## src/hw/calc_pkg.sv

```systemverilog
`default_nettype none

package calc_pkg;

    localparam int WORD_W  = 16;                    // Operand, result and display width
    localparam int DIGIT_W = 4;                     // One decimal key

    typedef logic [WORD_W-1:0]  word_t;             // Unsigned value, wraps mod 2^16
    typedef logic [DIGIT_W-1:0] digit_t;            // Key value 0..9

    // Keypad operator codes
    typedef enum logic [1:0] {
        OP_ADD = 2'b00,                             // a + b
        OP_SUB = 2'b01,                             // a - b, wraps below zero
        OP_MUL = 2'b11                              // a * b, low half kept
    } op_t;

    // One finished expression, as queued for the dispatcher
    typedef struct packed {
        word_t operand_a;                           // First operand
        word_t operand_b;                           // Second operand
        op_t   op;                                  // Operator between them
    } calc_req_t;

endpackage

`default_nettype wire

```

## src/hw/operand_entry.sv

```systemverilog
`timescale 1ns/10ps
`default_nettype none

module operand_entry (
    input  logic                clk,
    input  logic                nRST,
    input  logic                digit_strobe,       // One-cycle digit key
    input  calc_pkg::digit_t    digit,              // Valid with digit_strobe
    input  logic                op_strobe,          // One-cycle operator key
    input  calc_pkg::op_t       op_code,            // Valid with op_strobe
    input  logic                equal_strobe,       // One-cycle equal key
    input  logic                full,               // Queue cannot take a request
    output logic                push,               // Request write strobe
    output calc_pkg::calc_req_t push_req            // Request written on push
);
    import calc_pkg::*;

    typedef enum logic {
        ENTER_FIRST,                                // Building operand_a
        ENTER_SECOND                                // Building operand_b
    } state_t;

    state_t state;
    word_t  operand_a;
    word_t  operand_b;
    op_t    op_reg;                                 // Operator latched in ENTER_FIRST
    word_t  acc_sel;                                // Operand being built
    word_t  acc_next;                               // acc_sel * 10 + digit

    assign acc_sel  = (state == ENTER_FIRST) ? operand_a : operand_b;
    assign acc_next = (acc_sel << 3) + (acc_sel << 1) + word_t'(digit); // x*8 + x*2 + d

    // Equal loses to any coinciding digit or operator key
    assign push = (state == ENTER_SECOND) && equal_strobe &&
                  !digit_strobe && !op_strobe && !full;

    assign push_req.operand_a = operand_a;
    assign push_req.operand_b = operand_b;
    assign push_req.op        = op_reg;

    always_ff @(posedge clk or posedge nRST) begin
        if (nRST) begin
            state     <= ENTER_FIRST;
            operand_a <= '0;
            operand_b <= '0;
            op_reg    <= OP_ADD;
        end else if (digit_strobe) begin            // Highest priority key
            if (state == ENTER_FIRST) begin
                operand_a <= acc_next;
            end else begin
                operand_b <= acc_next;
            end
        end else if (op_strobe) begin
            if (state == ENTER_FIRST) begin         // Repeat operator ignored
                op_reg <= op_code;
                state  <= ENTER_SECOND;
            end
        end else if (push) begin                    // Request leaves, start fresh
            operand_a <= '0;
            operand_b <= '0;
            state     <= ENTER_FIRST;
        end
    end

    // Equal while busy must leave the request with the user
    a_full_keeps_entry : assert property (
        @(posedge clk) disable iff (nRST)
        equal_strobe && full && !digit_strobe && !op_strobe
            |=> $stable(state) && $stable(operand_a) && $stable(operand_b)
    );

    // A push always hands back cleared operands
    a_push_restarts : assert property (
        @(posedge clk) disable iff (nRST)
        push |=> (state == ENTER_FIRST) && (operand_a == '0) && (operand_b == '0)
    );

endmodule

`default_nettype wire

```

## src/hw/request_queue.sv

```systemverilog
`timescale 1ns/10ps
`default_nettype none

module request_queue #(
    parameter int QUEUE_DEPTH = 4                   // Entries, two or more
) (
    input  logic                clk,
    input  logic                nRST,
    input  logic                push,               // Write push_req
    input  calc_pkg::calc_req_t push_req,
    input  logic                pop,                // Drop head entry
    output calc_pkg::calc_req_t head_req,           // Oldest entry, valid when !empty
    output logic                full,
    output logic                empty
);
    import calc_pkg::*;

    localparam int PTR_W = $clog2(QUEUE_DEPTH);
    localparam int CNT_W = $clog2(QUEUE_DEPTH + 1);

    typedef logic [PTR_W-1:0] ptr_t;                // Slot index
    typedef logic [CNT_W-1:0] cnt_t;                // Occupancy 0..QUEUE_DEPTH

    calc_req_t mem [QUEUE_DEPTH];                   // Request storage
    ptr_t      rd_ptr;
    ptr_t      wr_ptr;
    cnt_t      count;
    logic      do_push;
    logic      do_pop;

    // Wraps at QUEUE_DEPTH, so depths off a power of two work too
    function automatic ptr_t next_ptr(input ptr_t ptr);
        return (ptr == ptr_t'(QUEUE_DEPTH - 1)) ? '0 : ptr_t'(ptr + 1'b1);
    endfunction

    assign full     = (count == cnt_t'(QUEUE_DEPTH));
    assign empty    = (count == '0);
    assign do_push  = push && !full;                // Overflow dropped
    assign do_pop   = pop && !empty;                // Underflow dropped
    assign head_req = mem[rd_ptr];                  // Shown ahead of pop

    always_ff @(posedge clk or posedge nRST) begin
        if (nRST) begin
            rd_ptr <= '0;
            wr_ptr <= '0;
            count  <= '0;
        end else begin
            if (do_push) wr_ptr <= next_ptr(wr_ptr);
            if (do_pop)  rd_ptr <= next_ptr(rd_ptr);
            if (do_push && !do_pop) begin
                count <= count + 1'b1;
            end else if (do_pop && !do_push) begin
                count <= count - 1'b1;
            end                                     // Both at once keeps count
        end
    end

    always_ff @(posedge clk) begin
        if (do_push) mem[wr_ptr] <= push_req;
    end

    a_no_overflow : assert property (
        @(posedge clk) disable iff (nRST) push |-> !full
    );

    a_no_underflow : assert property (
        @(posedge clk) disable iff (nRST) pop |-> !empty
    );

endmodule

`default_nettype wire

```

## src/hw/shift_add_multiplier.sv

```systemverilog
`timescale 1ns/10ps
`default_nettype none

module shift_add_multiplier (
    input  logic            clk,
    input  logic            nRST,
    input  logic            start,                  // Sampled only when idle
    input  calc_pkg::word_t multiplicand,
    input  calc_pkg::word_t multiplier,
    output logic            done,                   // One-cycle result strobe
    output calc_pkg::word_t product                 // Low half, valid with done
);
    import calc_pkg::*;

    localparam int STEP_W = $clog2(WORD_W);

    word_t             acc;                         // Running partial product
    word_t             mcand_sh;                    // Multiplicand, shifted left each step
    word_t             mplier_sh;                   // Multiplier, next bit at [0]
    logic [STEP_W-1:0] step_cnt;                    // Bits already consumed
    logic              busy;
    logic              load;
    word_t             acc_step;                    // acc after this cycle's bit

    assign load     = start && !busy;
    assign acc_step = mplier_sh[0] ? acc + mcand_sh : acc;
    assign product  = acc;

    // Bit 0 is folded into the load, so 15 busy cycles finish the job
    always_ff @(posedge clk or posedge nRST) begin
        if (nRST) begin
            busy     <= 1'b0;
            done     <= 1'b0;
            step_cnt <= '0;
        end else begin
            done <= 1'b0;
            if (busy) begin
                step_cnt <= step_cnt + 1'b1;
                if (step_cnt == STEP_W'(WORD_W - 1)) begin  // Last bit consumed
                    busy <= 1'b0;
                    done <= 1'b1;
                end
            end else if (start) begin
                busy     <= 1'b1;
                step_cnt <= STEP_W'(1);
            end
        end
    end

    always_ff @(posedge clk) begin
        if (load) begin
            acc       <= multiplier[0] ? multiplicand : '0;
            mcand_sh  <= multiplicand << 1;
            mplier_sh <= multiplier >> 1;
        end else if (busy) begin
            acc       <= acc_step;                  // Carries above bit 15 drop
            mcand_sh  <= mcand_sh << 1;
            mplier_sh <= mplier_sh >> 1;
        end
    end

    a_done_single : assert property (
        @(posedge clk) disable iff (nRST) done |=> !done
    );

    // Fixed latency the dispatcher relies on
    a_done_latency : assert property (
        @(posedge clk) disable iff (nRST) load |-> ##16 done
    );

endmodule

`default_nettype wire

```

## src/hw/calc_dispatch.sv

```systemverilog
`timescale 1ns/10ps
`default_nettype none

module calc_dispatch (
    input  logic                clk,
    input  logic                nRST,
    input  logic                empty,              // Queue has nothing pending
    input  calc_pkg::calc_req_t head_req,           // Oldest request
    output logic                pop,                // Take head_req
    output logic                mult_start,         // Multiplier launch
    output calc_pkg::word_t     mult_a,
    output calc_pkg::word_t     mult_b,
    input  logic                mult_done,
    input  calc_pkg::word_t     mult_product,
    output logic                complete,           // One pulse per result
    output calc_pkg::word_t     display_output      // Last result, held
);
    import calc_pkg::*;

    typedef enum logic [1:0] {
        IDLE,                                       // Waiting for a request
        EXECUTE,                                    // Add/sub now, or launch multiply
        WAIT_MULT,                                  // Multiplier running
        SHOW                                        // Result on display, complete high
    } state_t;

    state_t    state;
    calc_req_t req;                                 // Request being worked on
    word_t     alu_result;

    assign pop        = (state == IDLE) && !empty;
    assign mult_start = (state == EXECUTE) && (req.op == OP_MUL);
    assign mult_a     = req.operand_a;
    assign mult_b     = req.operand_b;

    always_comb begin
        case (req.op)
            OP_SUB:  alu_result = req.operand_a - req.operand_b; // Wraps below zero
            default: alu_result = req.operand_a + req.operand_b; // Unused code adds
        endcase
    end

    always_ff @(posedge clk) begin
        if (pop) req <= head_req;                   // Latch with the pop
    end

    // Display and complete load together on the edge into SHOW
    always_ff @(posedge clk or posedge nRST) begin
        if (nRST) begin
            state          <= IDLE;
            complete       <= 1'b0;
            display_output <= '0;
        end else begin
            complete <= 1'b0;
            case (state)
                IDLE: begin
                    if (!empty) state <= EXECUTE;
                end
                EXECUTE: begin
                    if (req.op == OP_MUL) begin
                        state <= WAIT_MULT;         // mult_start high this cycle
                    end else begin
                        display_output <= alu_result;
                        complete       <= 1'b1;
                        state          <= SHOW;
                    end
                end
                WAIT_MULT: begin
                    if (mult_done) begin
                        display_output <= mult_product;
                        complete       <= 1'b1;
                        state          <= SHOW;
                    end
                end
                default: state <= IDLE;             // SHOW lasts one cycle
            endcase
        end
    end

    a_complete_pulse : assert property (
        @(posedge clk) disable iff (nRST) complete |=> !complete
    );

endmodule

`default_nettype wire

```

## src/hw/calc_top.sv

```systemverilog
`timescale 1ns/10ps
`default_nettype none

module calc_top #(
    parameter int QUEUE_DEPTH = 4                   // Pending requests held
) (
    input  logic             clk,
    input  logic             nRST,
    input  logic             digit_strobe,
    input  calc_pkg::digit_t digit,
    input  logic             op_strobe,
    input  calc_pkg::op_t    op_code,
    input  logic             equal_strobe,
    output logic             complete,
    output calc_pkg::word_t  display_output,
    output logic             busy                   // Queue full, equal ignored
);
    import calc_pkg::*;

    logic      push;
    calc_req_t push_req;
    calc_req_t head_req;
    logic      pop;
    logic      empty;
    logic      mult_start;
    word_t     mult_a;
    word_t     mult_b;
    logic      mult_done;
    word_t     mult_product;

    operand_entry entry (
        .clk          (clk),
        .nRST         (nRST),
        .digit_strobe (digit_strobe),
        .digit        (digit),
        .op_strobe    (op_strobe),
        .op_code      (op_code),
        .equal_strobe (equal_strobe),
        .full         (busy),                       // Full level doubles as busy
        .push         (push),
        .push_req     (push_req)
    );

    request_queue #(
        .QUEUE_DEPTH (QUEUE_DEPTH)
    ) queue (
        .clk      (clk),
        .nRST     (nRST),
        .push     (push),
        .push_req (push_req),
        .pop      (pop),
        .head_req (head_req),
        .full     (busy),
        .empty    (empty)
    );

    calc_dispatch dispatch (
        .clk            (clk),
        .nRST           (nRST),
        .empty          (empty),
        .head_req       (head_req),
        .pop            (pop),
        .mult_start     (mult_start),
        .mult_a         (mult_a),
        .mult_b         (mult_b),
        .mult_done      (mult_done),
        .mult_product   (mult_product),
        .complete       (complete),
        .display_output (display_output)
    );

    shift_add_multiplier mult (
        .clk          (clk),
        .nRST         (nRST),
        .start        (mult_start),
        .multiplicand (mult_a),
        .multiplier   (mult_b),
        .done         (mult_done),
        .product      (mult_product)
    );

endmodule

`default_nettype wire

```

## config.mk

```make
export PLATFORM = sky130hd
export DESIGN_NAME = calc_top
export DESIGN_NICKNAME = d
export VERILOG_FILES = /design/src/hw/calc_pkg.sv /design/src/hw/operand_entry.sv /design/src/hw/request_queue.sv /design/src/hw/shift_add_multiplier.sv /design/src/hw/calc_dispatch.sv /design/src/hw/calc_top.sv
export SDC_FILE = /design/constraint.sdc
export NUM_CORES = 1
export LEC_CHECK = 0
export BUFFER_PORTS_ARGS = -buffer_cell sky130_fd_sc_hd__buf_4
export CORE_ASPECT_RATIO = 0.9
export CORE_MARGIN = 5
export CORE_UTILIZATION = 55
export CTS_BUF_LIST = sky130_fd_sc_hd__clkbuf_2 sky130_fd_sc_hd__clkbuf_4 sky130_fd_sc_hd__clkbuf_8
export DETAILED_ROUTE_END_ITERATION = 8
export GPL_ROUTABILITY_DRIVEN = 0
export GPL_TIMING_DRIVEN = 0
export PLACE_DENSITY_LB_ADDON = 0.3
export SYNTH_ARGS = -nofsm -noshare
export SYNTH_HDL_FRONTEND = slang
export SYNTH_SLANG_ARGS = --single-unit
```

## constraint.sdc

```tcl
create_clock -name clk -period 11 [get_ports clk]
set_clock_uncertainty 0.15 [all_clocks]
set_input_delay 1.65 -clock clk [delete_from_list [all_inputs] [get_ports clk]]
set_output_delay 1.65 -clock clk [all_outputs]
set_load 0.05 [all_outputs]
```

After elaboration in Yosys (flattened, before gate mapping):

Memory sizes are Yosys's and may differ from the RTL's. A register that Yosys moved wholly into a read port is not among the register bits.
Index checks and enable logic that the tools add are counted.

* logic and storage cells: 118
* register bits: 113
* memories: 1
* RAM bits: 136
* output and inout bits: 18
* input port bits: 11

Memories
* queue.mem: words 4, bits a word 34, read ports 1, clocked after memory_dff 1, wr ports 1, RTL line request_queue.sv:24 `calc_req_t mem [QUEUE_DEPTH];`

* equal/unequal tests: 14
* reduce and logical (&&, ||, !) cells: 34
* bitwise logic cells: 2
* muxes and demuxes: 41
* $add $sub $neg: 10

Operator list (count)
* $mux 16: 15
* $add 16x16->16: 3
* $mux 15: 3
* $pmux 16 s2: 1
* $add 16x4->16: 1
* $sub 16x16->16: 1
* $reduce_bool 2->1: 7
* $mux 1: 12
* $reduce_and 3->1: 4
* $logic_and 1x1->1: 11
* $eq 2x2->1 const B: 4
* $mux 2: 4
* $mux 4: 2
* $ne 2x2->1 const B: 4
* $logic_not 1->1: 7
* $mux 3: 2
* $pmux 2 s3: 1
* $reduce_and 2->1: 3
* $add 2x1->2 const B: 2
* $add 4x1->4 const B: 1
* $eq 2x1->1 const B: 2
* $eq 4x4->1 const B: 1
* $ne 2x1->1 const B: 2
* $add 3x1->3 const B: 1
* other kinds (6): 7

Longest topological paths before layout:

* word-level depth: 9
* depth in mapped cells: 15
* mapped depth without buffers: 13

Cells and area by module:

A second synthesis with hierarchy kept.

* cells, all modules: 1060
* area, all modules: 13905.8 sq um

By module, submodules not included
* request_queue: area each 5350.1 sq um, times used 1, cells each 216, sequential area each 4259.1 sq um
* calc_dispatch: area each 3286.9 sq um, times used 1, cells each 310, sequential area each 1496.4 sq um
* shift_add_multiplier: area each 2932.8 sq um, times used 1, cells each 302, sequential area each 1531.5 sq um
* operand_entry: area each 2336.0 sq um, times used 1, cells each 232, sequential area each 875.8 sq um

Worst setup path before layout:

Ideal clock, no wire load.

* path kind: input-to-reg
* start point: input digit[3]
* end point: register entry.operand_b[13]
* path slack: 6.840 ns
* path buffers: 0
* setup time: 0.121 ns
* arrival: 3.889 ns
* required time: 10.729 ns
* stages: 10
* cells stage by stage: inv_1 fa_1 inv_1 ha_1 a211oi_1 o21a_1 o21ai_0 a311o_1 xor2_1 a22o_1

* longest elaborated chain between the ends: 3

Ends and longest elaborated chain
* start: declaration: RTL line calc_top.sv:10 `input calc_pkg::digit_t digit,`
* $add 16x4->16: RTL line operand_entry.sv:31 `assign acc_next = (acc_sel << 3) + (acc_sel << 1) + word_t'(digit);`
* $mux 16: RTL line operand_entry.sv:48 `if (state == ENTER_FIRST) begin`
* $mux 16: RTL line operand_entry.sv:47 `end else if (digit_strobe) begin`
* end signal: assignment: RTL line operand_entry.sv:51 `operand_b <= acc_next;`
* end: declaration: RTL line operand_entry.sv:25 `word_t operand_b;`

No other way between the ends. The select of a mux whose other input is x is not followed.
A chain may end at the register's enable or synchronous reset.

Worst setup path in the final report:

* start point: register, netlist name dispatch.mult_b[0]
* end point: register dispatch.display_output[14]

* longest elaborated chain between the ends: 4
* elaborated cells between the ends (all ways): 5
* classes of those cells: add/sub (2); mux (3)

Ends and longest elaborated chain
* $add 16x16->16 / $sub 16x16->16 (equally long branches): RTL line calc_dispatch.sv:39, calc_dispatch.sv:38
* $mux 16 (*): RTL line calc_dispatch.sv:37 `case (req.op)`
* $mux 16 (*): RTL line calc_dispatch.sv:60 `if (req.op == OP_MUL) begin`
* $pmux 16 s2 (*): RTL line calc_dispatch.sv:55 `case (state)`
* end signal: assignment: RTL line calc_dispatch.sv:63 `display_output <= alu_result;`
* end signal: assignment: RTL line calc_dispatch.sv:70 `display_output <= mult_product;`
* end: declaration: RTL line calc_dispatch.sv:16 `output calc_pkg::word_t display_output`

Mark *: on every way between the ends. The rest lies on a longest branch, timed or not. The select of a mux whose other input is x is not followed.

==> flow_summary.toml <==
[drt]
dr_total_vias = 8475
ant_nets = 0
drcViolationCount = 0
drt_wl_total_um = 28300
drtIter0Drc = 664
viasPerCell = 5.82
wl_per_cell_um = 19.5
drt-pass1-iter-count = 5

[worst_setup_path]
crit_fanout = 10
crit_chain = "clkbuf_1, clkbuf_1, inv_1, ha_1, nand2b_1, o21ai_0, xor2_1, ha_1, a21o_1, a221oi_1, o21bai_1, a41oi_1, mux2i_1, nor3_1"
crit_type = "reg -> reg"
critPathLaunchType = "register"
cp_slowest_stage_delay_ps = 470
critPathLaunch = "dispatch.mult_b[0]"
cp_slowest_cell = "clkbuf_1"
arrival_ps = 4630
end_kind = "register"
r2r_start = "dispatch.mult_b[0]"
crit_required_ps = 11270

[logic_synthesis]
yosys-top-cells-area = "edfxtp_1 (48%), dfrtp_1 (12%), ha_1 (6.3%), mux4_2 (5.6%), nand2_1 (4.3%)"
yosys_warnings = 0
ys.flop_type = "edfxtp_1"
syn_area_per_cell_um2 = 13.1
ys_types = 68
syn_inst = 1037
post-synth-top-area-cell = "edfxtp_1"
synth_top_area_share_pct = 47.8
synth_seq_cells = 283
synth_area_um2 = 13600
synth.most_common_cell = "edfxtp_1"
ys_top_cells_by_count = "edfxtp_1 (216), nand2_1 (156), ha_1 (68)"
yosysSeqAreaShare_pct = 60.2
async_flop_share_pct = 23.7
syn-num-nets = 1121
synth_edf_count = 216

[floorplanning]
fp.dieW_um = 176
num_rows = 54
dieHeight_um = 159
core_um2 = 24300
start_util_pct = 55.9
io-pin-count = 29
die_area_um2 = 27900

[sta]
fmax_mhz = 229
setup_ws_ps = 6640
hold_ws_ps = 327
maxSlewViolCount = 0
slew_headroom_pct = 17.7
worst_pin_slew_ps = 1230
rsz0062_at_grt = "false"
setup-violations-final = 0
period_needed_ps = 4360
final.setup.tns_ps = 0
hold_viol_final = 0
finalCritPeriodShare_pct = 39.7

[clock_tree]
cts.sink_count = 283
cts_htree_levels = 2
cts_tree = "done"
cts_root_buf = "clkbuf_8"
cts_buffers = 45
clock_latency_ps = 560
clockBufferDepth = 3
cts_setup_buffers = 0
cts.repair.resized = 0
cts.clk_slew.worst_paths_ps = 60
postCtsHoldBufs = 0

[finish]
fin_nets = 1195
multi_input_area_um2 = 5130
largest_register_ffs = 136
final_cells = 1455
area_delta_synth_final_pct = 11.6
layout-drive-gt1-share_pct = 16.0
nFillCells = 1835
diodes = 0
final-seq-area_um2 = 8160
largest-register = "queue.mem"

[min_path]
min-delay-start = "dispatch.display_output[1]"
hold_class = "reg -> reg"

[run]
max_cap_viol_count = 0

[global_route]
grt_first_pass_wirelength_um = 45300
antenna_found_initial = 0
grt_util_all_layers_pct = 20.4
globalRouteOverflowTotal = 0
grt_pass1_vias = 8399
grt_max_degree = 68

[placement]
dp_hpwl_um = 19800
port_buffers = 27
dpl.cell_count = 1372
preCtsSetupSlack_ps = 6380

[outcome]
status = "finished clean"
==> routing by layer <==
layer	vias to the layer above	track usage, %	wire length (um)
met4	0	6.34	669
met1	4109	28.2	12500
met3	52	3.87	1560
met2	280	33.1	13600
li1	4034	-	-
met5	-	0	0
==> worst paths after layout <==
check / cells past startpoint / endpoint / slack, ps
worst max-delay path: 14 / dispatch.display_output[14] / 6640
worst min-delay path: 2 / dispatch.display_output[1] / 330
worst max register to register: 14 / dispatch.display_output[14] / 6640
worst min register to register: 2 / dispatch.display_output[1] / 330
max in group asynchronous: 2 / entry.operand_a[10] / 8990
min in group asynchronous: 2 / dispatch.display_output[1] / 1110
==> cell families after synthesis <==
family                     count (synthesis)  share of synthesized area, %
AOI/OAI and AO/OA                        211                          10.1
xor gates and xnor gates                  49                          3.16
adders and majority gates                 73                          7.01
buffers and inverters                     74                          2.09
DFF                                      283                          60.2
muxes                                     64                          8.05
and+or+nand+nor                          283                          9.38
==> placed cells by master, fill, tap and decap left out, types with 31 or more instances in the layout <==
cell type,n
o21ai_0,63
dfrtp_1,67
mux4_2,34
nor2_1,44
a21oi_1,50
clkbuf_8,51
edfxtp_1,216
ha_1,68
inv_1,31
nand2_1,156
clkbuf_1,34
==> per-stage QoR <==
| step | util, % | cell area, um2 |
|---|---|---|
| 6_report | 62.4 | 15100 |
| 5_1_grt | 62.4 | 15100 |
| 4_1_cts | 62.4 | 15100 |
| 3_5_place_dp | 58.4 | 14200 |
| 3_3_place_gp | 58.4 | 14200 |
| 2_1_floorplan | - | 13600 |
==> cell type report <==
cell class	count	share of cell area, %
sequential	283	53.9
multi-input combinational	680	33.9
clock buffer	67	5.43
tap	308	2.54
timing repair buffer	27	1.34
buffer	41	1.06
clock inverter	16	1.04
inverter	33	0.835
==> critical path, delay by kind of cell, from the launching register on <==
kind / cells / cell delay [ps]
compound gates: 5 / 1280
buf+inv: 3 / 1030
mux: 1 / 390
xor+xnor: 1 / 160
fa+ha+maj: 2 / 620
simple gates: 2 / 210
flops: 1 / 380
Power is not shown: default switching activity piles up to over one toggle a cycle in this logic, so the estimate is an artifact.
